==> config.mk <==
export PLATFORM = sky130hd
export DESIGN_NAME = sample_fifo_top
export DESIGN_NICKNAME = d
export VERILOG_FILES = /design/src/fifo_cfg_pkg.sv /design/src/fifo_types_pkg.sv /design/src/sample_fifo_top.sv /design/src/fwft_fifo.sv /design/src/std_fifo.sv /design/src/fifo_ram.sv
export SDC_FILE = /design/constraint.sdc
export NUM_CORES = 1
export LEC_CHECK = 0
export BUFFER_PORTS_ARGS = -buffer_cell sky130_fd_sc_hd__buf_4
export CORE_AREA = 5 5 206 208
export CTS_BUF_LIST = sky130_fd_sc_hd__clkbuf_4 sky130_fd_sc_hd__clkbuf_8
export DETAILED_ROUTE_END_ITERATION = 10
export DIE_AREA = 0 0 211 213
export PLACE_DENSITY = 0.86
export SYNTH_ARGS = -nofsm -noshare
export SYNTH_HDL_FRONTEND = slang
export SYNTH_SLANG_ARGS = --single-unit
==> constraint.sdc <==
create_clock -name RD_CLK -period 14.1 [get_ports RD_CLK]
set_input_delay 4.23 -clock RD_CLK [delete_from_list [all_inputs] [get_ports RD_CLK]]
set_output_delay 4.23 -clock RD_CLK [all_outputs]
set_load 0.03 [all_outputs]
==> src/fifo_cfg_pkg.sv <==
/* fifo_cfg_pkg: fixed sizes and fill thresholds of the sample buffer,
   covering the core memory and the prefetch stage */
package fifo_cfg_pkg;

  // one sample as written by the producer
  localparam int SAMPLE_WIDTH = 32;

  // core memory geometry, the depth must stay a power of two
  localparam int ADDR_WIDTH = 4;
  localparam int DEPTH      = 2 ** ADDR_WIDTH;

  // core counts at which the status flags rise
  localparam int ALMOST_FULL_LEVEL = 15;
  localparam int PROG_FULL_LEVEL   = 12;

  // returning word, middle register and output register
  localparam int PREFETCH_WORDS = 3;

endpackage
==> src/fifo_types_pkg.sv <==
/* fifo_types_pkg: sample, address and count types of the buffer,
   plus the write request and core status structs */
package fifo_types_pkg;

  typedef logic [fifo_cfg_pkg::SAMPLE_WIDTH-1:0] sample_t;
  typedef logic [fifo_cfg_pkg::ADDR_WIDTH-1:0]   fifo_addr_t;
  typedef logic [fifo_cfg_pkg::ADDR_WIDTH:0]     fifo_count_t;  // one extra bit so DEPTH fits

  // write request from the producer
  typedef struct packed {
    logic    wren;
    sample_t data;
  } fifo_wr_t;

  // fill-level flags of the core
  typedef struct packed {
    logic full;
    logic almost_full;
    logic high;
    logic overflow;  // a write was refused on the previous edge
  } fifo_status_t;

endpackage

==> src/sample_fifo_top.sv <==
`timescale 1ns/1ps
/* sample_fifo_top: sample buffer built from the std_fifo core
   and the fwft_fifo prefetch stage */
module sample_fifo_top (
  input  logic                         RD_CLK,
  input  logic                         RESET,
  input  fifo_types_pkg::fifo_wr_t     wr,
  input  logic                         rden,
  output fifo_types_pkg::sample_t      dout,
  output logic                         empty,
  output logic                         almost_empty,
  output fifo_types_pkg::fifo_status_t status
);

  fifo_types_pkg::sample_t core_dout;
  logic                    core_empty;
  logic                    core_rden;

  std_fifo core (
    .RD_CLK (RD_CLK),
    .RESET  (RESET),
    .wr     (wr),
    .rden   (core_rden),
    .dout   (core_dout),
    .empty  (core_empty),
    .status (status)
  );

  // hides the core read latency from the consumer
  fwft_fifo prefetch (
    .RD_CLK       (RD_CLK),
    .RESET        (RESET),
    .core_dout    (core_dout),
    .core_empty   (core_empty),
    .core_rden    (core_rden),
    .rden         (rden),
    .dout         (dout),
    .empty        (empty),
    .almost_empty (almost_empty)
  );

endmodule

==> src/fwft_fifo.sv <==
`timescale 1ns/1ps
/* fwft_fifo: three-register prefetch that turns a one-cycle-latency core
   into a first-word-fall-through FIFO, with empty and almost_empty */
module fwft_fifo (
  input  logic                    RD_CLK,
  input  logic                    RESET,
  input  fifo_types_pkg::sample_t core_dout,
  input  logic                    core_empty,
  output logic                    core_rden,
  input  logic                    rden,
  output fifo_types_pkg::sample_t dout,
  output logic                    empty,
  output logic                    almost_empty
);

  fifo_types_pkg::sample_t mid_dout;
  logic                    ret_valid;  // core_dout carries a word not yet taken
  logic                    mid_valid;
  logic                    out_valid;
  logic                    upd_mid;
  logic                    upd_out;

  // the output register loads whenever it is free or being consumed
  assign upd_out = (mid_valid || ret_valid) && (rden || !out_valid);

  // park the returning word when the output cannot take it directly
  assign upd_mid = ret_valid && (mid_valid == upd_out);

  // stop reading once all three slots would be occupied
  assign core_rden = !core_empty && !(ret_valid && mid_valid && out_valid);

  assign empty        = !out_valid;
  assign almost_empty = out_valid && !mid_valid && !ret_valid && core_empty;

  always_ff @(posedge RD_CLK) begin
    if (upd_mid) begin
      mid_dout <= core_dout;
    end
  end

  always_ff @(posedge RD_CLK) begin
    if (RESET) begin
      dout <= '0;
    end else if (upd_out) begin
      dout <= mid_valid ? mid_dout : core_dout;  // middle word is older
    end
  end

  always_ff @(posedge RD_CLK) begin
    if (RESET) begin
      ret_valid <= 1'b0;
      mid_valid <= 1'b0;
      out_valid <= 1'b0;
    end else begin
      // a new read replaces the returning word as it is taken
      if (core_rden) begin
        ret_valid <= 1'b1;
      end else if (upd_mid || upd_out) begin
        ret_valid <= 1'b0;
      end

      if (upd_mid) begin
        mid_valid <= 1'b1;
      end else if (upd_out) begin
        mid_valid <= 1'b0;
      end

      if (upd_out) begin
        out_valid <= 1'b1;
      end else if (rden) begin
        out_valid <= 1'b0;
      end
    end
  end

endmodule

==> src/std_fifo.sv <==
`timescale 1ns/1ps
/* std_fifo: single clock FIFO core built on fifo_ram, with pointers,
   occupancy count, full, almost_full and high flags and the overflow pulse */
module std_fifo (
  input  logic                         RD_CLK,
  input  logic                         RESET,
  input  fifo_types_pkg::fifo_wr_t     wr,
  input  logic                         rden,
  output fifo_types_pkg::sample_t      dout,
  output logic                         empty,
  output fifo_types_pkg::fifo_status_t status
);

  fifo_types_pkg::fifo_addr_t  wptr;
  fifo_types_pkg::fifo_addr_t  rptr;
  fifo_types_pkg::fifo_count_t count;
  logic                        full;
  logic                        almost_full;
  logic                        high;
  logic                        overflow;
  logic                        wr_ok;
  logic                        rd_ok;

  // flags follow the count directly so they settle right after the edge
  assign full        = count == fifo_types_pkg::fifo_count_t'(fifo_cfg_pkg::DEPTH);
  assign almost_full = count >= fifo_types_pkg::fifo_count_t'(fifo_cfg_pkg::ALMOST_FULL_LEVEL);
  assign high        = count >= fifo_types_pkg::fifo_count_t'(fifo_cfg_pkg::PROG_FULL_LEVEL);
  assign empty       = count == '0;

  assign wr_ok = wr.wren && !full;  // writes while full are dropped
  assign rd_ok = rden && !empty;

  fifo_ram ram (
    .RD_CLK (RD_CLK),
    .we     (wr_ok),
    .waddr  (wptr),
    .wdata  (wr.data),
    .re     (rd_ok),
    .raddr  (rptr),
    .rdata  (dout)
  );

  always_ff @(posedge RD_CLK) begin
    if (RESET) begin
      wptr <= '0;
      rptr <= '0;
    end else begin
      if (wr_ok) begin
        wptr <= wptr + 1'b1;  // wraps at DEPTH
      end
      if (rd_ok) begin
        rptr <= rptr + 1'b1;
      end
    end
  end

  // simultaneous read and write leave the count unchanged
  always_ff @(posedge RD_CLK) begin
    if (RESET) begin
      count <= '0;
    end else begin
      case ({wr_ok, rd_ok})
        2'b10:   count <= count + 1'b1;
        2'b01:   count <= count - 1'b1;
        default: count <= count;
      endcase
    end
  end

  always_ff @(posedge RD_CLK) begin
    if (RESET) begin
      overflow <= 1'b0;
    end else begin
      overflow <= wr.wren && full;  // high for the one cycle after a refused write
    end
  end

  assign status = '{
    full:        full,
    almost_full: almost_full,
    high:        high,
    overflow:    overflow
  };

endmodule

==> src/fifo_ram.sv <==
`timescale 1ns/1ps
/* fifo_ram: simple dual-port memory of DEPTH samples,
   synchronous write and registered read that holds when re is low */
module fifo_ram (
  input  logic                       RD_CLK,
  input  logic                       we,
  input  fifo_types_pkg::fifo_addr_t waddr,
  input  fifo_types_pkg::sample_t    wdata,
  input  logic                       re,
  input  fifo_types_pkg::fifo_addr_t raddr,
  output fifo_types_pkg::sample_t    rdata
);

  fifo_types_pkg::sample_t mem [fifo_cfg_pkg::DEPTH];

  always_ff @(posedge RD_CLK) begin
    if (we) begin
      mem[waddr] <= wdata;
    end
  end

  // block RAM output register, the word shows up one cycle after re
  always_ff @(posedge RD_CLK) begin
    if (re) begin
      rdata <= mem[raddr];
    end
  end

endmodule

# After elaboration in Yosys (flattened, before gate mapping)

Memories as Yosys holds them, arrays and structs flattened. A register that Yosys moved wholly into a read port is not among the register bits.
Cells that the tools add are included.

Register bits: 81
Bits in writable memories: 512
Memories: 1
Memory bits (read-only): 0
Output and inout bits: 38
Latch bits: 0

Multipliers: 0
Bitwise logic cells: 0
Shift-type cells: 0
Multiplexer cells: 10
Div/mod/pow operators: 0
Add/subtract/negate cells: 4
Reductions and logical operators: 25
$lt $le $gt $ge: 2
Equality and inequality tests: 4

Memory list:

| name         | depth | bits a word | rd ports | clocked after Yosys merged registers in | wr ports | RTL line       | source |
|---|---|---|---|---|---|---|---|
| core.ram.mem | 16    | 32          | 1        | 1                                       | 1        | fifo_ram.sv:14 | `fifo_types_pkg::sample_t mem [fifo_cfg_pkg::DEPTH];` |

Operators with widths:

| operator            | number |
|---|---|
| $mux 32             | 1 |
| $logic_and 1x1->1   | 11 |
| $ge 5x4->1 const B  | 2 |
| $pmux 5 s2          | 1 |
| $add 4x1->4 const B | 2 |
| $mux 1              | 8 |
| $reduce_bool 2->1   | 4 |
| $logic_not 1->1     | 6 |
| $add 5x1->5 const B | 1 |
| $eq 5x5->1 const B  | 1 |
| $logic_not 5->1     | 1 |
| $sub 5x1->5 const B | 1 |
| $logic_or 1x1->1    | 3 |
| $eq 2x1->1 const B  | 1 |
| $eq 2x2->1 const B  | 1 |
| $eq 1x1->1          | 1 |

# Logic depth before layout (Yosys ltp)

Gate-level depths: netlist (run 1).

Depth in word-level cells: 8
Gate-level depth with buffers: 11
Gate-level depth less buffers: 11

# Hierarchy

Synthesis (run 1) repeated with hierarchy kept, for this count alone.

Cells, all modules: 1123
Area, all modules: 23867.9 sq um

Modules (own cells, without submodules):

| module    | seq. area each (sq um) | area an instance (sq um) | cells an instance | times used |
|---|---|---|---|---|
| fifo_ram  | 16335.7                | 20174.3                  | 838               | 1 |
| fwft_fifo | 1661.6                 | 2905.3                   | 198               | 1 |
| std_fifo  | 280.3                  | 788.3                    | 87                | 1 |

# Worst setup path after synthesis (run 1)

Ideal clock, no wire load.

Path type: input -> register
Start: in wr[32] (netlist name)
End: mem core.ram.mem[3][0] (netlist name), enable pin
Path buffers: 0
Data required time: 13.639 ns
Data arrival time: 6.931 ns
Path slack: 6.708 ns
Stages: 3
Cells stage by stage: a21boi_2 -> nand2_1 -> nor3_1

Longest elaborated chain between the ends: 3

RTL lines:

| element                      | RTL line             | source |
|---|---|---|
| start, declared              | sample_fifo_top.sv:7 | `input fifo_types_pkg::fifo_wr_t wr,` |
| $logic_and 1x1->1            | std_fifo.sv:30       | `assign wr_ok = wr.wren && !full;` |
| $mux 1                       | fifo_ram.sv:17       | `if (we) begin` |
| $mux 1 (implied by the code) | fifo_ram.sv:18       | `mem[waddr] <= wdata;` |
| end, declared                | fifo_ram.sv:14       |  |

No other way between the ends.

# Worst setup path in the final report (run 1)

Start: reg prefetch.mid_valid
End: out almost_empty

Longest elaborated chain between the ends: 4

RTL lines:

| element                         | RTL line              | source |
|---|---|---|
| start, declared                 | fwft_fifo.sv:18       | `logic mid_valid;` |
| start signal, assigned          | fwft_fifo.sv:52       | `mid_valid <= 1'b0;` |
| start signal, assigned          | fwft_fifo.sv:63       | `mid_valid <= 1'b1;` |
| start signal, assigned          | fwft_fifo.sv:65       | `mid_valid <= 1'b0;` |
| $logic_not 1->1                 | fwft_fifo.sv:33       | `assign almost_empty = out_valid && !mid_valid && !ret_valid && core_empty;` |
| $logic_and 1x1->1 (3 in series) | fwft_fifo.sv:33       |  |
| end, declared                   | sample_fifo_top.sv:11 | `output logic almost_empty,` |

No other way between the ends.

==> results of run 1 <==
## synthesized netlist by cell type, types with 2 or more instances
| master | n |
|---|---|
| nand2b_1 | 2 |
| a211oi_1 | 32 |
| nand2_1 | 43 |
| ha_1 | 9 |
| and2_1 | 2 |
| mux2i_1 | 130 |
| a21oi_1 | 38 |
| mux4_2 | 64 |
| o21ai_0 | 65 |
| dfxtp_1 | 49 |
| buf_1 | 8 |
| a221oi_1 | 32 |
| nor2b_1 | 3 |
| buf_4 | 8 |
| buf_6 | 16 |
| nor3_1 | 6 |
| xor2_1 | 6 |
| buf_2 | 16 |
| a22oi_1 | 32 |
| xnor2_1 | 3 |
| edfxtp_1 | 576 |
| inv_1 | 10 |
| mux2_2 | 33 |
| clkbuf_1 | 29 |
| a21boi_2 | 2 |
| nor2_1 | 64 |
| nand3_1 | 3 |
## metrics by stage
stage,util [%],area [µm²],setup slack (ns),hold slack [ns],instances
5_1_grt,66.5,26900,7.75,0.455,2004
4_1_cts,66.5,26900,7.81,0.448,2004
3_3_place_gp,62.0,25000,7.55,0.435,1840
3_5_place_dp,62.0,25000,7.48,0.439,1840
6_report,66.5,26900,7.88,0.444,2004
2_1_floorplan,-,24000,6.71,0.426,1292
## registers in the layout (all words and copies together), names as in the netlist
name,flops
core.ram.mem,512
core.ram.rdata,32
prefetch.dout,32
prefetch.mid_dout,32
core.count,5
core.rptr,4
core.wptr,4
core.overflow,1
prefetch.mid_valid,1
prefetch.out_valid,1
prefetch.ret_valid,1
## worst max-delay path, cell delays in order, from the launching register on
cell and delay, ns:
dfxtp_2 0.31, buf_4 0.46, nor2_1 0.17, and4_1 0.24, buf_4 0.16
## cells by family (layout without fill, tap and decap cells)
group | Yosys count | in the layout | synth area share [%]
adders and majority gates | 10 | 10 | 0.553
AOI/OAI and AO/OA | 205 | 205 | 5.54
DFF | 625 | 625 | 76.2
muxes | 227 | 227 | 13.0
buffers and inverters | 87 | 267 | 2.07
and+or+nand+nor | 129 | 129 | 2.29
xor gates and xnor gates | 9 | 9 | 0.329
## routing by layer
metal	GRT usage, %	share of wire (%)
met5	0	0.027
met3	4.78	7.8
met2	35.2	50
met4	7.58	3.0
met1	29.1	39
## path summary, 6_finish.rpt
| path | endpoint | slack, ns |
|---|---|---|
| setup / recovery | almost_empty | 7.88 |
| hold / removal | prefetch.mid_dout[0] | 0.44 |
| setup reg to reg | core.ram.rdata[18] | 10.07 |
| hold reg to reg | prefetch.mid_dout[0] | 0.44 |
## power by group through the flow
stage	Clock, mW	Combinational [mW]	Sequential [mW]
3_3_place_gp	0	1.02	2.36
3_5_place_dp	0	1.06	2.38
4_1_cts	1.46	1.06	2.34
5_1_grt	1.55	1.14	2.35
6_report	1.43	1.06	2.34
2_1_floorplan	0	0.746	2.39
## layout make-up
type,count,area share [%]
tap,532,2.48
inverter,10,0.140
sequential,625,68.1
clock inverter,28,0.745
timing repair buffer,93,2.60
multi-input combinational,580,19.9
clock buffer,136,6.08
==> impl_metrics.tcl, run 1 <==
set metrics [dict create \
    irDropWorstVdd_mv 0.118 \
    p_int_mw 3.46 \
    clkSinkCount 625 \
    finalPower_mw 4.83 \
    antenna_cells 0 \
    globalplace.congestion 0.783 \
    drive_gt1_share_pct 25.1 \
    setup_viol 0 \
    core_area_mm2 0.0404 \
    powerDensity_mw_per_mm2 180 \
    synth_edf_count 576 \
    grt_pass1_vias 12700 \
    ys.warnings.count 0 \
    grt_max_degree 66 \
    crit_path_start "prefetch.mid_valid" \
    seqPwrFrac_pct 48.4 \
    skew_ns 0.0273 \
    core.rowCount 74 \
    synth.area.top_cells "edfxtp_1 72%, mux4_2 6.0%, mux2i_1 5.4%" \
    drt_iter0_drc 1380 \
    vias 12300 \
    clockBufferDepth 3 \
    area_delta_synth_final_pct 12.0 \
    cts-resized-gates 0 \
    die_height_um 213 \
    power.switching_mw 1.37 \
    seq_area_frac_synth_pct 76.2 \
    period_share_pct 44.1 \
    dieWidth_um 211 \
    p_comb_share_pct 22.0 \
    final_common_cell "edfxtp_1" \
    io_pins 74 \
    grt_pass1_wl_um 73100 \
    cts_buffers 95 \
    ys.flop_type "edfxtp_1" \
    dr.pass1.iters 5 \
    overflow 0 \
    dp_hpwl_um 27600 \
    hold_buffers 0 \
    routed_wirelength_um 47900 \
    synth.largest_area_cell "edfxtp_1" \
    numPortBuffers 73 \
    cts_tree "built" \
    grt.total_usage_pct 21.5 \
    async_flop_share_pct 0 \
    critPathRequiredTime_ns 9.87 \
    die_area_mm2 0.0449 \
    viasPerCell 6.14 \
    hold_class "reg2reg" \
    min_path_cells 0 \
    start_kind "register" \
    reg2reg_depth 7 \
    syn_inst 1292 \
    wl_per_cell_um 23.9 \
    yosys_register_bits 625 \
    synth.distinct_cells 38 \
    clk_pin_slew_ns 0.06 \
    worstSetupPathType "reg2out" \
    cts-root-buf "clkbuf_8" \
    slew_headroom_pct 12.9 \
    finalHoldViolCount 0 \
    netlist.area_leader.share_pct 72.1 \
    cts_setup_buffers 0 \
    multi_input_area_mm2 0.00533 \
    slew_violations 0 \
    nets 1451 \
    clk_latency_ns 0.65 \
    arrival_ns 1.99 \
    drcViolationCount 0 \
    final.setup.tns_ns 0 \
    setup.worst_path.end_class "output port" \
    hp-start "core.ram.rdata[0]" \
    final_cell_mix "576 x edfxtp_1, 130 x mux2i_1, 98 x clkbuf_8, 93 x buf_4, 65 x o21ai_0" \
    drv_cap 0 \
    tightest_slew_ns 1.30 \
    synth_fp_nets 1338 \
    antenna_found_initial 3 \
    cp_max_fo 38 \
    power.share.switching_pct 28.4 \
    final-seq-area_mm2 0.0183 \
    syn_area_mm2 0.0240 \
    p_leak_nw 8.77 \
    fin_crit_ns 6.22 \
    initial_core_util_pct 59.4 \
    crit-reg2reg-launch "core.rptr[0]" \
    ant_nets 0 \
    clkPwrFrac_pct 29.6 \
    fillCellCount 2521 \
    rsz0062_at_grt "false" \
    clock.fmax_mhz 161 \
    syn_area_per_cell_um2 18.6 \
    htree_levels 3 \
    status "finished clean" \
]
No activity file was read; power rests on OpenSTA's default activity.
==> run 2: changes to the inputs <==
--- a/config.mk
+++ b/config.mk
@@ -6,10 +6,10 @@
 export NUM_CORES = 1
 export LEC_CHECK = 0
 export BUFFER_PORTS_ARGS = -buffer_cell sky130_fd_sc_hd__buf_4
-export CORE_AREA = 5 5 206 208
+export CORE_AREA = 5 5 210 212
 export CTS_BUF_LIST = sky130_fd_sc_hd__clkbuf_4 sky130_fd_sc_hd__clkbuf_8
 export DETAILED_ROUTE_END_ITERATION = 10
-export DIE_AREA = 0 0 211 213
+export DIE_AREA = 0 0 215 217
 export PLACE_DENSITY = 0.86
 export SYNTH_ARGS = -nofsm -noshare
 export SYNTH_HDL_FRONTEND = slang
==> constraint.sdc (replaced) <==
create_clock -name RD_CLK -period 5.6 [get_ports RD_CLK]
set_input_delay 1.68 -clock RD_CLK [delete_from_list [all_inputs] [get_ports RD_CLK]]
set_output_delay 1.68 -clock RD_CLK [all_outputs]
set_load 0.03 [all_outputs]
==> run 2 against run 1 <==
Combinational power increased to 2.5 times the previous value. First-iteration DRC count fell by 11%. Via count down 0.78%. Sequential power grew to 2.5 times the previous value. Worst hold slack improved by 0.0061 ns. Clock power grew to 2.5 times the previous value. Non-clock buffer count decreased by 1. Routed wire length is 1.2% lower. Final cell count increased by 0.70%. Largest power group unchanged. Global-route usage is 1.4 points lower. Critical endpoint unchanged. Power grew to 2.5 times the previous value.
==> impl_metrics.tcl, run 2 (synthesis gave the netlist of run 1 again) <==
set metrics [dict create \
    dr.pass1.iters 5 \
    final.setup.tns_ns 0 \
    cts-resized-gates 0 \
    clockBufferDepth 3 \
    power.share.switching_pct 28.5 \
    finalHoldViolCount 0 \
    cp_max_fo 38 \
    antenna_found_initial 0 \
    start_kind "register" \
    drv_cap 0 \
    critPathRequiredTime_ns 3.92 \
    grt_pass1_vias 12700 \
    irDropWorstVdd_mv 0.301 \
    finalPower_mw 12.2 \
    power.switching_mw 3.48 \
    routed_wirelength_um 47400 \
    hold_buffers 0 \
    ant_nets 0 \
    path_buf_inv 2 \
    whs_ns 0.450 \
    dp_slack_ns 1.53 \
    clk_latency_ns 0.64 \
    hold_class "reg2reg" \
    worstPathCellList "buf_4 -> nor2_1 -> and4_1 -> buf_4" \
    vias 12200 \
    globalplace.congestion 0.764 \
    r2r-end "core.count[4]" \
    met1Wirelength_um 18700 \
    worst_slack_ns 1.93 \
    stdcell_count 2018 \
    grt.total_usage_pct 20.1 \
    antenna_cells 0 \
    rsz0062_at_grt "false" \
    cts-root-buf "clkbuf_8" \
    crit_path_frequent_cell "buf_4" \
    viasPerCell 6.05 \
    multi_input_area_mm2 0.00533 \
    initial_core_util_pct 57.4 \
    place_inst 1846 \
    final_cell_mix "576 x edfxtp_1, 130 x mux2i_1, 98 x clkbuf_8, 90 x buf_4, 65 x o21ai_0" \
    top_register "core.ram.mem" \
    die_height_um 217 \
    slew_violations 0 \
    worstSetupPathType "reg2out" \
    reg2reg_slack_ns 2.33 \
    cpPeakStageDelay_ns 0.46 \
    crit-reg2reg-launch "prefetch.mid_valid" \
    fin_util_pct 64.4 \
    io_pins 74 \
    wl_met2_um 23100 \
    p_leak_nw 8.77 \
    cts_setup_buffers 0 \
    arrival_ns 1.99 \
    seqPwrFrac_pct 48.2 \
    area_delta_synth_final_pct 12.2 \
    cts_tree "built" \
    reg2reg_depth 12 \
    clk_pin_slew_ns 0.06 \
    status "finished clean" \
    final_common_cell "edfxtp_1" \
    p_int_mw 8.70 \
    final-seq-area_mm2 0.0183 \
    final_area_mm2 0.0269 \
    clkSinkCount 625 \
    die_area_mm2 0.0467 \
    drcViolationCount 0 \
    numPortBuffers 73 \
    core.rowCount 75 \
    min_path_cells 0 \
    cts_buffers 94 \
    hp-start "core.ram.rdata[22]" \
    largest_reg_flops 512 \
    skew_ns 0.0302 \
    dr_wl_met3_um 4240 \
    drive_gt1_share_pct 24.7 \
    dp_hpwl_um 26900 \
    grt_pass1_wl_um 72500 \
    top_layer "met4" \
    overflow 0 \
    drt_iter0_drc 1222 \
    slew_headroom_pct 15.7 \
    setup.worst_path.end_class "output port" \
    setup_viol 0 \
    crit_family "buffers and inverters" \
    slowest_stage "buf_4" \
    tightest_slew_ns 1.26 \
    core_area_mm2 0.0418 \
    nets 1449 \
    powerDensity_mw_per_mm2 453 \
    p_comb_share_pct 22.1 \
    placed_area_mm2 0.0250 \
    period_share_pct 65.6 \
    clkPwrFrac_pct 29.7 \
    holdPathEnd "prefetch.mid_dout[22]" \
    dieWidth_um 215 \
    fillCellCount 2619 \
    grt_max_degree 85 \
    wl_per_cell_um 23.5 \
    fin_crit_ns 3.67 \
    clock.fmax_mhz 272 \
    htree_levels 3 \
]
## run 2: changes by cell type in the layout (fill, tap and decap cells not counted), sizes merged
cell | before | now
clkinv | 19 | 31
inv | 13 | 11
buf | 93 | 92
clkbuf | 136 | 135
clkinvlp | 4 | 3
## run 2: power by group through the flow
stage	Sequential (mW)	Clock [mW]	Combinational, mW
after floorplan	6.01	0	1.88
after CTS	5.88	3.68	2.70
after global placement	5.94	0	2.60
after global routing	5.92	3.90	2.90
after detailed placement	5.97	0	2.68
final	5.87	3.62	2.69
## run 2: worst max-delay path by stage
stage | startpoint | endpoint | slack (ns) | depth (start not counted)
6_report | prefetch.mid_valid | almost_empty | 1.93 | 4
5_1_grt | prefetch.mid_valid | almost_empty | 1.83 | 4
4_1_cts | prefetch.mid_valid | almost_empty | 1.88 | 4
3_5_place_dp | wr[32] | core.ram.mem[8][15] | 1.53 | 4
3_3_place_gp | wr[32] | core.count[4] | 1.60 | 10
2_1_floorplan | wr[32] | core.ram.mem[3][0] | 0.76 | 3
## run 2: area by class of cell
cell class	count	area share [%]
Multi-Input combinational cell	580	19.8
Clock buffer	135	6.05
Sequential cell	625	68.0
Clock inverter	37	0.819
Tap cell	539	2.51
Timing Repair Buffer	92	2.66
Inverter	10	0.140
## run 2: metal layers
layer | track usage, % | vias to the layer above
met2 | 32.8 | 583
met5 | 0 | -
met4 | 7.74 | 0
li1 | - | 5412
met3 | 5.02 | 104
met1 | 26.7 | 6106
==> run 3: changes to the inputs <==
--- a/config.mk
+++ b/config.mk
@@ -5,12 +5,13 @@
 export SDC_FILE = /design/constraint.sdc
 export NUM_CORES = 1
 export LEC_CHECK = 0
+export ABC_AREA = 1
 export BUFFER_PORTS_ARGS = -buffer_cell sky130_fd_sc_hd__buf_4
-export CORE_AREA = 5 5 210 212
+export CORE_AREA = 5 5 213 215
 export CTS_BUF_LIST = sky130_fd_sc_hd__clkbuf_4 sky130_fd_sc_hd__clkbuf_8
 export DETAILED_ROUTE_END_ITERATION = 10
-export DIE_AREA = 0 0 215 217
-export PLACE_DENSITY = 0.86
+export DIE_AREA = 0 0 218 220
+export PLACE_DENSITY = 0.87
 export SYNTH_ARGS = -nofsm -noshare
 export SYNTH_HDL_FRONTEND = slang
 export SYNTH_SLANG_ARGS = --single-unit
==> constraint.sdc (replaced) <==
create_clock -name RD_CLK -period 3.38 [get_ports RD_CLK]
set_input_delay 1.014 -clock RD_CLK [delete_from_list [all_inputs] [get_ports RD_CLK]]
set_output_delay 1.014 -clock RD_CLK [all_outputs]
set_load 0.03 [all_outputs]
==> run 3 against run 2 <==
Utilization fell by 0.25 points. First-iteration DRC count rose by 78%. Routed wire length rose by 22%. Die area rose by 2.8%. Worst setup slack got worse by 1.4 ns. Power rose by 71%. Critical path type unchanged. Largest cell class unchanged.
==> impl_metrics.tcl, run 3 <==
set metrics [dict create \
    whs_ns 0.446 \
    power.share.switching_pct 33.3 \
    area_delta_synth_final_pct 12.7 \
    cts_setup_buffers 0 \
    synth_edf_count 576 \
    antenna_found_initial 2 \
    critPathRequiredTime_ns 2.37 \
    rsz0062_at_grt "false" \
    syn_area_mm2 0.0248 \
    power.switching_mw 6.94 \
    vias 16500 \
    ys.flop_type "edfxtp_1" \
    core.rowCount 77 \
    worst_slack_ns 0.500 \
    synth.largest_area_cell "edfxtp_1" \
    cts-root-buf "clkbuf_8" \
    start_kind "register" \
    yosys_register_bits 625 \
    grt_pass1_vias 16300 \
    clockBufferDepth 3 \
    setup_viol 0 \
    overflow 0 \
    antenna_cells 0 \
    drv_cap 0 \
    crit-reg2reg-launch "core.rptr[1]" \
    p_comb_share_pct 25.5 \
    numPortBuffers 73 \
    clkPwrFrac_pct 28.5 \
    synthMostInstantiatedCell "edfxtp_1" \
    clkSinkCount 625 \
    fin_crit_ns 2.88 \
    wl_per_cell_um 20.2 \
    routed_wirelength_um 58000 \
    clock.fmax_mhz 347 \
    htree_levels 3 \
    final_cell_mix "576 x edfxtp_1, 515 x nand2_1, 218 x nor2_1, 176 x nand3_1, 146 x o21ai_0" \
    hp-start "core.ram.rdata[22]" \
    tightest_slew_ns 1.08 \
    dieWidth_um 218 \
    clk_latency_ns 0.66 \
    grt_max_degree 181 \
    status "finished clean" \
    seqPwrFrac_pct 46.1 \
    irDropWorstVdd_mv 0.545 \
    cts_tree "built" \
    async_flop_share_pct 0 \
    crit_path_start "core.count[0]" \
    slew_headroom_pct 27.6 \
    viasPerCell 5.74 \
    skew_ns 0.0287 \
    yosys-top-cells-count "576 x edfxtp_1, 515 x nand2_1, 235 x nor2_1" \
    slew_violations 0 \
    hold_buffers 0 \
    drive_gt1_share_pct 13.1 \
    cts-resized-gates 0 \
    largest_reg_flops 512 \
    synth.distinct_cells 25 \
    final_common_cell "edfxtp_1" \
    core_area_mm2 0.0435 \
    die_height_um 220 \
    final.setup.tns_ns 0 \
    dr.pass1.iters 5 \
    syn_area_per_cell_um2 11.8 \
    synth.area.top_cells "edfxtp_1 70%, nand2_1 7.8%, dfxtp_1 4.0%" \
    syn_inst 2110 \
    p_leak_nw 10.5 \
    powerDensity_mw_per_mm2 746 \
    p_int_mw 13.9 \
    ant_nets 0 \
    nets 2254 \
    dp_hpwl_um 34600 \
    grt_pass1_wl_um 89400 \
    grt.total_usage_pct 24.0 \
    synth_fp_nets 2156 \
    period_share_pct 85.2 \
    initial_core_util_pct 57.0 \
    cp_max_fo 6 \
    dp_slack_ns 0.456 \
    die_area_mm2 0.0480 \
    globalplace.congestion 0.851 \
    ys.warnings.count 0 \
    drcViolationCount 0 \
    setup.worst_path.end_class "output port" \
    top_register "core.ram.mem" \
    netlist.area_leader.share_pct 69.7 \
    worstSetupPathType "reg2out" \
    seq_area_frac_synth_pct 73.7 \
    clk_pin_slew_ns 0.07 \
    io_pins 74 \
    arrival_ns 1.87 \
    cts_buffers 94 \
    hold_class "reg2reg" \
    drt_iter0_drc 2177 \
    finalHoldViolCount 0 \
]
==> run 3: kinds of logic (layout without fill, tap and decap cells) <==
family,Yosys count,in the layout,synth area share [%]
AOI/OAI and AO/OA,299,299,6.27
xor gates and xnor gates,5,5,0.177
adders and majority gates,10,10,0.535
buffers and inverters,237,409,4.21
DFF,625,625,73.7
and+or+nand+nor,934,934,15.1
==> run 3: path summary, 6_finish.rpt <==
path	slack, ns	end	cells past startpoint
min	0.45	prefetch.mid_dout[22]	0
max	0.50	almost_empty	4
max reg2reg	0.85	core.ram.rdata[16]	8
min reg2reg	0.45	prefetch.mid_dout[22]	0
==> run 3: metrics by stage <==
| step | util (%) | instances | area, µm² | power, mW |
|---|---|---|---|---|
| floorplan | - | 2110 | 24800 | 13.2 |
| finish | 64.2 | 2874 | 27900 | 20.9 |
| global route | 64.2 | 2874 | 27900 | 21.8 |
| global placement | 60.0 | 2704 | 26100 | 14.7 |
| CTS | 64.2 | 2874 | 27900 | 20.8 |
| detailed placement | 60.0 | 2704 | 26100 | 14.9 |
==> run 3: critical path, stage by stage (launching register included) <==
cell and delay, ns:
dfxtp_1 0.35, nor2_1 0.15, nand4_1 0.19, nor3_1 0.31
buf_4 0.23
==> run 3: area by class of cell <==
class                           count  area, µm²
Tap cell                          592        741
Multi-Input combinational cell   1248       5600
Timing Repair Buffer              121       1050
Inverter                          118        445
Sequential cell                   625      18300
Clock buffer                      134       1650
Fill cell                        2973      15600
Clock inverter                     36        171
==> run 3: power by group through the flow <==
stage	Clock, mW	Sequential (mW)	Combinational (mW)
floorplan	0	9.90	3.31
global placement	0	9.73	4.96
detailed placement	0	9.78	5.15
CTS	5.97	9.62	5.22
global route	6.35	9.68	5.80
finish	5.93	9.61	5.31
==> run 3: metal layers <==
| layer | vias up | wire [µm] | track usage, % |
|---|---|---|---|
| met5 | - | 27 | 0 |
| met4 | 4 | 1890 | 9.11 |
| met3 | 159 | 6210 | 5.23 |
| met2 | 1048 | 28600 | 40.4 |
| met1 | 7807 | 21300 | 31.0 |
| li1 | 7483 | - | - |
